## config.mk

```make
export PLATFORM = sky130hd
export DESIGN_NAME = dmaRegFile
export DESIGN_NICKNAME = d
export VERILOG_FILES = /design/src/hdl/dmaRegPkg.sv /design/src/hdl/cpuPortDecoder.sv /design/src/hdl/dmaChannel.sv /design/src/hdl/dmaRegFile.sv /design/src/hdl/readbackMux.sv
export SDC_FILE = /design/constraint.sdc
export NUM_CORES = 1
export LEC_CHECK = 0
export ABC_AREA = 1
export CORE_ASPECT_RATIO = 0.9
export CORE_MARGIN = 10
export CORE_UTILIZATION = 65
export CTS_CLUSTER_DIAMETER = 200
export DETAILED_ROUTE_END_ITERATION = 6
export DONT_BUFFER_PORTS = 1
export HOLD_SLACK_MARGIN = 0.15
export PLACE_DENSITY = 0.78
export SLEW_MARGIN = 25
export SYNTH_ARGS = -nofsm -noshare
export SYNTH_HDL_FRONTEND = slang
export SYNTH_SLANG_ARGS = --single-unit
```

## constraint.sdc

```tcl
create_clock -name dif -period 3.5 [get_ports dif]
set_input_delay 0.35 -clock dif [delete_from_list [all_inputs] [get_ports dif]]
set_output_delay 0.35 -clock dif [all_outputs]
set_load 0.01 [all_outputs]
```

## src/hdl/dmaRegPkg.sv

```systemverilog
// DMA register file definitions
`default_nettype none

package dmaRegPkg;

  // channel count the address map can hold
  localparam int maxChannels = 4;

  localparam int dataWidth = 8;
  localparam int wordWidth = 16;
  localparam int chanIdWidth = $clog2(maxChannels);
  localparam int ioAddrWidth = 4;

  typedef logic [dataWidth-1:0] dataByteT;
  typedef logic [wordWidth-1:0] regWordT;
  typedef logic [chanIdWidth-1:0] chanIdT;
  typedef logic [ioAddrWidth-1:0] ioAddrT;

  // 0..7 are channel registers: bit 0 picks count, bits 2..1 the channel
  localparam ioAddrT addrStatus = 4'd8;
  localparam ioAddrT addrSingleMask = 4'd10;
  localparam ioAddrT addrMode = 4'd11;
  localparam ioAddrT addrClearFlipFlop = 4'd12;
  localparam ioAddrT addrMasterClear = 4'd13;
  localparam ioAddrT addrClearMask = 4'd14;
  localparam ioAddrT addrWriteAllMask = 4'd15;

  // data bit positions of the mode and single-mask writes
  localparam int modeAutoInitBit = 4;
  localparam int modeDecrementBit = 5;
  localparam int singleMaskSetBit = 2;

  // decoded command for one channel
  typedef struct packed {
    logic     loadAddr;
    logic     loadCount;
    logic     highByte;
    dataByteT data;
    logic     loadMode;
    logic     autoInit;
    logic     decrement;
    logic     maskSet;
    logic     maskClear;
    logic     clearTc;
    logic     masterClear;
    logic     step;
  } chanCmdT;

  // what a channel reports back
  typedef struct packed {
    regWordT currAddr;
    regWordT currCount;
    logic    tcFlag;
    logic    stepped;
    logic    tcPulse;
    regWordT memAddr;
  } chanStateT;

  // CPU read request, byte pointer already resolved
  typedef struct packed {
    logic   valid;
    logic   isStatus;
    logic   isCount;
    chanIdT channel;
    logic   highByte;
  } readReqT;

endpackage : dmaRegPkg

`default_nettype wire

```

## src/hdl/cpuPortDecoder.sv

```systemverilog
// CPU port decoder
`default_nettype none

module cpuPortDecoder #(
  parameter int numChannels = dmaRegPkg::maxChannels
) (
  input  wire logic                dif,
  input  wire logic                arstN,
  input  wire logic                csN,
  input  wire logic                iorN,
  input  wire logic                iowN,
  input  wire dmaRegPkg::ioAddrT   addr,
  input  wire dmaRegPkg::dataByteT dataIn,
  input  wire logic                stepValid,
  input  wire dmaRegPkg::chanIdT   stepChannel,
  output dmaRegPkg::chanCmdT       chanCmd [numChannels],
  output dmaRegPkg::readReqT       readReq
);

  logic wrCycle;
  logic rdCycle;
  logic chanAccess;
  logic ptrClear;
  logic bytePtr;

  assign wrCycle = !csN && !iowN;
  assign rdCycle = !csN && !iorN;
  // addresses 0..7 are the channel address and count registers
  assign chanAccess = (wrCycle || rdCycle) && !addr[3];
  assign ptrClear = wrCycle &&
                    (addr == dmaRegPkg::addrClearFlipFlop || addr == dmaRegPkg::addrMasterClear);

  // byte pointer: 0 = low byte next
  always_ff @(posedge dif or negedge arstN)
  begin
    if (!arstN)
    begin
      bytePtr <= 1'b0;
    end
    else if (ptrClear)
    begin
      bytePtr <= 1'b0;
    end
    else if (chanAccess)
    begin
      bytePtr <= ~bytePtr;
    end
  end

  for (genvar c = 0; c < numChannels; c++)
  begin : gCmd
    localparam dmaRegPkg::chanIdT chanId = dmaRegPkg::chanIdT'(c);

    logic regHit;
    logic selHit;
    logic allMaskBit;
    dmaRegPkg::chanCmdT cmd;

    assign regHit = !addr[3] && addr[2:1] == chanId;
    // mode and single-mask writes carry the channel in data bits 1..0
    assign selHit = dataIn[1:0] == chanId;
    assign allMaskBit = dataIn[c];

    always_comb
    begin
      cmd = '0;
      cmd.loadAddr = wrCycle && regHit && !addr[0];
      cmd.loadCount = wrCycle && regHit && addr[0];
      cmd.highByte = bytePtr;
      cmd.data = dataIn;
      cmd.loadMode = wrCycle && addr == dmaRegPkg::addrMode && selHit;
      cmd.autoInit = dataIn[dmaRegPkg::modeAutoInitBit];
      cmd.decrement = dataIn[dmaRegPkg::modeDecrementBit];
      cmd.maskSet = wrCycle &&
                    ((addr == dmaRegPkg::addrSingleMask && selHit &&
                      dataIn[dmaRegPkg::singleMaskSetBit]) ||
                     (addr == dmaRegPkg::addrWriteAllMask && allMaskBit));
      cmd.maskClear = wrCycle &&
                      ((addr == dmaRegPkg::addrSingleMask && selHit &&
                        !dataIn[dmaRegPkg::singleMaskSetBit]) ||
                       (addr == dmaRegPkg::addrWriteAllMask && !allMaskBit) ||
                       addr == dmaRegPkg::addrClearMask);
      // status read clears every channel's flag
      cmd.clearTc = rdCycle && addr == dmaRegPkg::addrStatus;
      cmd.masterClear = wrCycle && addr == dmaRegPkg::addrMasterClear;
      // a CPU write to this channel wins, the step is dropped
      cmd.step = stepValid && stepChannel == chanId &&
                 !(cmd.loadAddr || cmd.loadCount || cmd.loadMode ||
                   cmd.maskSet || cmd.maskClear || cmd.masterClear);
    end

    assign chanCmd[c] = cmd;
  end

  always_comb
  begin
    readReq.valid = rdCycle && (!addr[3] || addr == dmaRegPkg::addrStatus);
    readReq.isStatus = addr == dmaRegPkg::addrStatus;
    readReq.isCount = addr[0];
    readReq.channel = addr[2:1];
    readReq.highByte = bytePtr;
  end

  // CPU must not read and write in one cycle
  noReadWriteClash: assert property (
    @(posedge dif) disable iff (!arstN)
    !csN |-> (iorN || iowN)
  );

endmodule : cpuPortDecoder

`default_nettype wire

```

## src/hdl/dmaChannel.sv

```systemverilog
// DMA channel register set
`default_nettype none

module dmaChannel (
  input  wire logic               dif,
  input  wire logic               arstN,
  input  wire dmaRegPkg::chanCmdT cmd,
  output dmaRegPkg::chanStateT    state
);

  dmaRegPkg::regWordT baseAddr;
  dmaRegPkg::regWordT baseCount;
  dmaRegPkg::regWordT currAddr;
  dmaRegPkg::regWordT currCount;
  dmaRegPkg::regWordT nextAddr;
  logic autoInit;
  logic decrement;
  logic masked;
  logic tcFlag;
  logic stepTaken;
  logic countZero;

  // replace one byte of a register word
  function automatic dmaRegPkg::regWordT loadByte(
    input dmaRegPkg::regWordT  word,
    input logic                high,
    input dmaRegPkg::dataByteT data
  );
    dmaRegPkg::regWordT result;
    result = word;
    if (high)
    begin
      result[15:8] = data;
    end
    else
    begin
      result[7:0] = data;
    end
    return result;
  endfunction

  assign stepTaken = cmd.step && !masked;
  assign countZero = currCount == '0;
  assign nextAddr = decrement ? currAddr - dmaRegPkg::regWordT'(1)
                              : currAddr + dmaRegPkg::regWordT'(1);

  always_ff @(posedge dif or negedge arstN)
  begin
    if (!arstN)
    begin
      baseAddr <= '0;
      baseCount <= '0;
      currAddr <= '0;
      currCount <= '0;
      autoInit <= 1'b0;
      decrement <= 1'b0;
      masked <= 1'b0;
      tcFlag <= 1'b0;
    end
    else if (cmd.masterClear)
    begin
      baseAddr <= '0;
      baseCount <= '0;
      currAddr <= '0;
      currCount <= '0;
      autoInit <= 1'b0;
      decrement <= 1'b0;
      masked <= 1'b0;
      tcFlag <= 1'b0;
    end
    else
    begin
      // CPU writes load base and current together
      if (cmd.loadAddr)
      begin
        baseAddr <= loadByte(baseAddr, cmd.highByte, cmd.data);
        currAddr <= loadByte(currAddr, cmd.highByte, cmd.data);
      end
      if (cmd.loadCount)
      begin
        baseCount <= loadByte(baseCount, cmd.highByte, cmd.data);
        currCount <= loadByte(currCount, cmd.highByte, cmd.data);
      end
      if (cmd.loadMode)
      begin
        autoInit <= cmd.autoInit;
        decrement <= cmd.decrement;
      end
      if (cmd.maskSet)
      begin
        masked <= 1'b1;
      end
      else if (cmd.maskClear)
      begin
        masked <= 1'b0;
      end
      if (cmd.clearTc)
      begin
        tcFlag <= 1'b0;
      end
      // a new terminal count beats a status-read clear
      if (stepTaken)
      begin
        if (countZero && autoInit)
        begin
          currAddr <= baseAddr;
          currCount <= baseCount;
        end
        else
        begin
          currAddr <= nextAddr;
          currCount <= currCount - dmaRegPkg::regWordT'(1);
        end
        if (countZero)
        begin
          tcFlag <= 1'b1;
          if (!autoInit)
          begin
            masked <= 1'b1;
          end
        end
      end
    end
  end

  always_comb
  begin
    state.currAddr = currAddr;
    state.currCount = currCount;
    state.tcFlag = tcFlag;
    state.stepped = stepTaken;
    // terminal count when the count passes from zero
    state.tcPulse = stepTaken && countZero;
    state.memAddr = currAddr;
  end

  // a step never shares a cycle with a CPU write to this channel
  stepWithoutWrite: assert property (
    @(posedge dif) disable iff (!arstN)
    cmd.step |-> !(cmd.loadAddr || cmd.loadCount || cmd.loadMode ||
                   cmd.maskSet || cmd.maskClear || cmd.masterClear)
  );

endmodule : dmaChannel

`default_nettype wire

```

## src/hdl/dmaRegFile.sv

```systemverilog
// DMA controller register file
`default_nettype none

module dmaRegFile #(
  parameter int numChannels = 4
) (
  input  wire logic                dif,
  input  wire logic                arstN,
  input  wire logic                csN,
  input  wire logic                iorN,
  input  wire logic                iowN,
  input  wire dmaRegPkg::ioAddrT   addr,
  input  wire dmaRegPkg::dataByteT dataIn,
  input  wire logic                stepValid,
  input  wire dmaRegPkg::chanIdT   stepChannel,
  output dmaRegPkg::dataByteT      dataOut,
  output dmaRegPkg::regWordT       memAddr,
  output logic                     tc
);

  dmaRegPkg::chanCmdT chanCmd [numChannels];
  dmaRegPkg::chanStateT chanState [numChannels];
  dmaRegPkg::readReqT readReq;

  // address map has room for maxChannels at most
  if (numChannels < 1 || numChannels > dmaRegPkg::maxChannels)
  begin : gBadChannelCount
    $error("numChannels must be between 1 and %0d", dmaRegPkg::maxChannels);
  end

  cpuPortDecoder #(
    .numChannels (numChannels)
  ) i_decoder (
    .dif         (dif),
    .arstN       (arstN),
    .csN         (csN),
    .iorN        (iorN),
    .iowN        (iowN),
    .addr        (addr),
    .dataIn      (dataIn),
    .stepValid   (stepValid),
    .stepChannel (stepChannel),
    .chanCmd     (chanCmd),
    .readReq     (readReq)
  );

  for (genvar c = 0; c < numChannels; c++)
  begin : gChannel
    dmaChannel i_channel (
      .dif   (dif),
      .arstN (arstN),
      .cmd   (chanCmd[c]),
      .state (chanState[c])
    );
  end

  readbackMux #(
    .numChannels (numChannels)
  ) i_readback (
    .dif       (dif),
    .arstN     (arstN),
    .readReq   (readReq),
    .chanState (chanState),
    .dataOut   (dataOut),
    .memAddr   (memAddr),
    .tc        (tc)
  );

endmodule : dmaRegFile

`default_nettype wire

```

## src/hdl/readbackMux.sv

```systemverilog
// CPU readback and step output stage
`default_nettype none

module readbackMux #(
  parameter int numChannels = dmaRegPkg::maxChannels
) (
  input  wire logic                 dif,
  input  wire logic                 arstN,
  input  wire dmaRegPkg::readReqT   readReq,
  input  wire dmaRegPkg::chanStateT chanState [numChannels],
  output dmaRegPkg::dataByteT       dataOut,
  output dmaRegPkg::regWordT        memAddr,
  output logic                      tc
);

  dmaRegPkg::regWordT selWord;
  dmaRegPkg::regWordT stepAddr;
  dmaRegPkg::dataByteT readByte;
  logic [dmaRegPkg::maxChannels-1:0] tcFlags;
  logic [numChannels-1:0] steppedVec;
  logic stepTc;

  always_comb
  begin
    selWord = '0;
    stepAddr = '0;
    stepTc = 1'b0;
    tcFlags = '0;
    for (int c = 0; c < numChannels; c++)
    begin
      tcFlags[c] = chanState[c].tcFlag;
      steppedVec[c] = chanState[c].stepped;
      // channels past numChannels never match, so they read zero
      if (dmaRegPkg::chanIdT'(c) == readReq.channel)
      begin
        selWord = readReq.isCount ? chanState[c].currCount : chanState[c].currAddr;
      end
      if (chanState[c].stepped)
      begin
        stepAddr = chanState[c].memAddr;
        stepTc = chanState[c].tcPulse;
      end
    end
  end

  // status upper nibble reads zero
  always_comb
  begin
    if (readReq.isStatus)
    begin
      readByte = {{(dmaRegPkg::dataWidth - dmaRegPkg::maxChannels){1'b0}}, tcFlags};
    end
    else
    begin
      readByte = readReq.highByte ? selWord[15:8] : selWord[7:0];
    end
  end

  always_ff @(posedge dif or negedge arstN)
  begin
    if (!arstN)
    begin
      dataOut <= '0;
      memAddr <= '0;
      tc <= 1'b0;
    end
    else
    begin
      if (readReq.valid)
      begin
        dataOut <= readByte;
      end
      // masked steps leave memAddr alone
      if (|steppedVec)
      begin
        memAddr <= stepAddr;
      end
      tc <= stepTc;
    end
  end

  // decoder routes each step to one channel only
  singleStepper: assert property (
    @(posedge dif) disable iff (!arstN)
    $onehot0(steppedVec)
  );

endmodule : readbackMux

`default_nettype wire

```

==> impl_metrics.env <==
export IMPL_dp_cells=3443
export IMPL_fin_util=0.707
export IMPL_netlist_area_um2=20400
export IMPL_core_area_um2=30900
export IMPL_period_share=0.804
export IMPL_htreeDepth=2
export IMPL_syn_avg_cell_area_um2=6.56
export IMPL_worst_slack_ns=0.684
export IMPL_final_min_clock_period_ns=2.82
export IMPL_grt_start_max_net_pins=299
export IMPL_maxCapViolations=0
export IMPL_slew_viol_final=0
export IMPL_clock_path_buffers=3
export IMPL_synthMuxAreaShare=0.00165
export IMPL_io_buffers=0
export IMPL_synth_simple_area_share=0.368
export IMPL_hold_viol=298
export IMPL_setup_violations=0
export IMPL_first_pass_iters=7
export IMPL_drive_above_1_share=0.0462
export IMPL_synthCells=3115
export IMPL_final_cells=3506
export IMPL_vias=21700
export IMPL_ioPinCount=45
export IMPL_cts_tree="built"
export IMPL_slowest_stage="nand3_1"
export IMPL_clock_skew_ns=0.0269
export IMPL_synth_adder_area_share=0.0407
export IMPL_critPathRequiredTime_ns=3.96
export IMPL_max_clock_freq_ghz=0.355
export IMPL_multi_input_area_um2=11300
export IMPL_wirelength_um=72000
export IMPL_drc_errors=3
export IMPL_synthXorXnorAreaFrac=0.0232
export IMPL_initial_core_util=0.661
export IMPL_setup_tns_ns=0
export IMPL_hold_class="input pin to async pin"
export IMPL_antenna_found_initial=2
export IMPL_synth_seq_area_share=0.365
export IMPL_cts_sinks=298
export IMPL_fp_dieW_um=207
export IMPL_ant_nets=0
export IMPL_gp_congestion=1.03
export IMPL_yosysUniqueCellTypes=46
export IMPL_powerDensity_nw_per_um2=706
export IMPL_yosysTopAreaCell="dfrtp_1"
export IMPL_fill_cells=2667
export IMPL_hpwl_um=52000
export IMPL_ff_latch_area_um2=7460
export IMPL_numCtsBuffers=34
export IMPL_pre_cts_ws_ns=0.633
export IMPL_dieArea_um2=38900
export IMPL_crit_chain="inv_1 -> ha_1 -> nand3_1 -> nor2_1 -> nand2_1 -> nor2_1 -> nand3_1 -> clkinv_1 -> nand2_1 -> nand3_1 -> nand3_1 -> nand2_1"
export IMPL_route_detailed_wl_per_inst_um=20.5
export IMPL_status="finished, violations left"
export IMPL_grt_use_total=0.366
export IMPL_synth_compound_area_share=0.119
export IMPL_whs_ns=-0.492
export IMPL_crit_path_end_kind="flip-flop"
export IMPL_die_h_um=188
export IMPL_ys_warn_count=0
export IMPL_rows=61
export IMPL_grt_overflow_total=0
export IMPL_power_leakage_nw=11.6
export IMPL_areaGrowthSynthToFinish_pct=6.97
export IMPL_synth_seq_cells=298
export IMPL_grt_pass1_wl_um=113000
export IMPL_max_slew_margin_rel=0.336
export IMPL_synth_nets=3199
export IMPL_synth_top_family_by_area="simple AND/OR/NAND/NOR gates"
export IMPL_synth_top_area_frac=0.365
export IMPL_violations="DRC, hold timing"
export IMPL_cts_root_buf="clkbuf_16"
export IMPL_p_total_mw=15.4
export IMPL_rsz0062_at_grt="false"
export IMPL_path_max_fanout=10
export IMPL_drt_initial_drc_count=3234
export IMPL_first_global_vias=20300
export IMPL_worst_ep_arrival_time_ns=3.27
export IMPL_layout_nets=3158
export IMPL_startpoint_type="flip-flop"
export IMPL_synth_area_leaders="dfrtp_1 (37%), nand2_1 (21%), nand3_1 (8.7%)"
export IMPL_worst_pin_slew_ns=0.991
export IMPL_path_class="flip-flop to flip-flop"
export IMPL_clk_pin_slew_ns=0.06
export IMPL_placed_area_um2=20700
export IMPL_path_common_cell="nand3_1"
export IMPL_final_cell_area_um2=21900
export IMPL_cp_slowest_stage_delay_ns=0.47
export IMPL_vdd_drop_max_uv=499
export IMPL_viasPerCell=6.20
export IMPL_cts_hold_buf=4
export IMPL_clock_latency_ns=0.54
flip-flops by register name, indices dropped and copies added (netlist names), 4 cells and up:
signal	flops
gChannel.i_channel.decrement	4
gChannel.i_channel.autoInit	4
gChannel.i_channel.baseCount	64
gChannel.i_channel.currCount	64
gChannel.i_channel.currAddr	64
gChannel.i_channel.tcFlag	4
i_readback.dataOut	8
gChannel.i_channel.masked	4
gChannel.i_channel.baseAddr	64
i_readback.memAddr	16
area by class of cell:
cell class,count,share of cell area
Sequential cell,298,0.341
Antenna cell,2,0.000229
Inverter,320,0.0550
Multi-Input combinational cell,2386,0.516
Timing Repair Buffer,34,0.0127
Clock inverter,14,0.00847
Clock buffer,43,0.0428
Tap cell,409,0.0234
layout by cell type (no fill, tap or decap), types with 8 or more instances in the layout:
master	count
nand3b_1	11
o21ai_0	317
o211ai_1	25
xor2_1	46
xnor2_1	8
inv_2	18
o21ai_1	8
nand3_1	356
nand4_1	18
buf_4	29
clkbuf_16	35
ha_1	60
nand2_1	1127
inv_1	301
a21oi_1	92
nor3_1	16
nor2_1	232
dfrtp_1	298
nor2_4	8
synth_stat cells (all sizes together):
cell type,number
a211oi,3
a21boi,1
a21o,1
a21oi,94
a31oi,1
and2,5
and3,2
buf,41
clkbuf,70
clkinv,1
dfrtp,298
fa,4
ha,60
inv,319
mux2,3
nand2,1136
nand3,356
nand3b,11
nand4,19
nor2,248
nor3,17
nor4,2
o2111ai,1
o211ai,25
o21a,1
o21ai,329
o21bai,1
o22ai,2
o31ai,3
or2,7
xnor2,8
xor2,46
worst paths after layout:
kind,start,to,cells past startpoint,slack (ns)
worst min-delay path,arstN,gChannel[0].i_channel.baseAddr[4],0,-0.49
min in group dif,dataIn[1],gChannel[1].i_channel.decrement,3,0.18
max in group asynchronous,arstN,gChannel[1].i_channel.baseCount[8],0,3.33
worst min register to register,gChannel[3].i_channel.baseAddr[12],gChannel[3].i_channel.baseAddr[12],2,0.47
worst max register to register,gChannel[2].i_channel.currCount[0],gChannel[2].i_channel.currAddr[1],12,0.68
worst max-delay path,gChannel[2].i_channel.currCount[0],gChannel[2].i_channel.currAddr[1],12,0.68
report_power, final:
part / leakage, nW / total [mW] / switching (mW) / internal [mW]
logic: 7.32 / 5.76 / 3.73 / 2.03
clock network: 0.544 / 3.68 / 1.49 / 2.19
registers: 3.69 / 5.99 / 1.37 / 4.62
layer usage:
layer / up-vias / share of wire / wire, um / GRT usage
met2: 1460 / 0.42 / 30200 / 0.533
met5: - / 0 / 0 / 0
li1: 9936 / - / - / -
met1: 10000 / 0.38 / 27200 / 0.489
met4: 0 / 0.059 / 4260 / 0.173
met3: 311 / 0.14 / 10400 / 0.110
kinds of logic after synthesis:
family,after synthesis
buffers and inverters,431
multiplexers,3
adder cells (fa/ha/maj),64
flip-flops,298
AND/OR/NAND/NOR,1803
XOR/XNOR,54
AO/OA/AOI/OAI,462
critical path: cells and delay by family (launching register included):
family	cells	cell delay, ns
and+or+nand+nor	9	1.57
buffers and inverters	2	0.57
DFF	1	0.38
adders and majority gates	1	0.24
timing repair:
item	4_1_cts	5_1_grt
setup endpoints to repair	0	0
hold endpoints to repair	303	298
buffers inserted	0	0
gates resized for setup	0	0
Power figures use the tool's default switching activity.
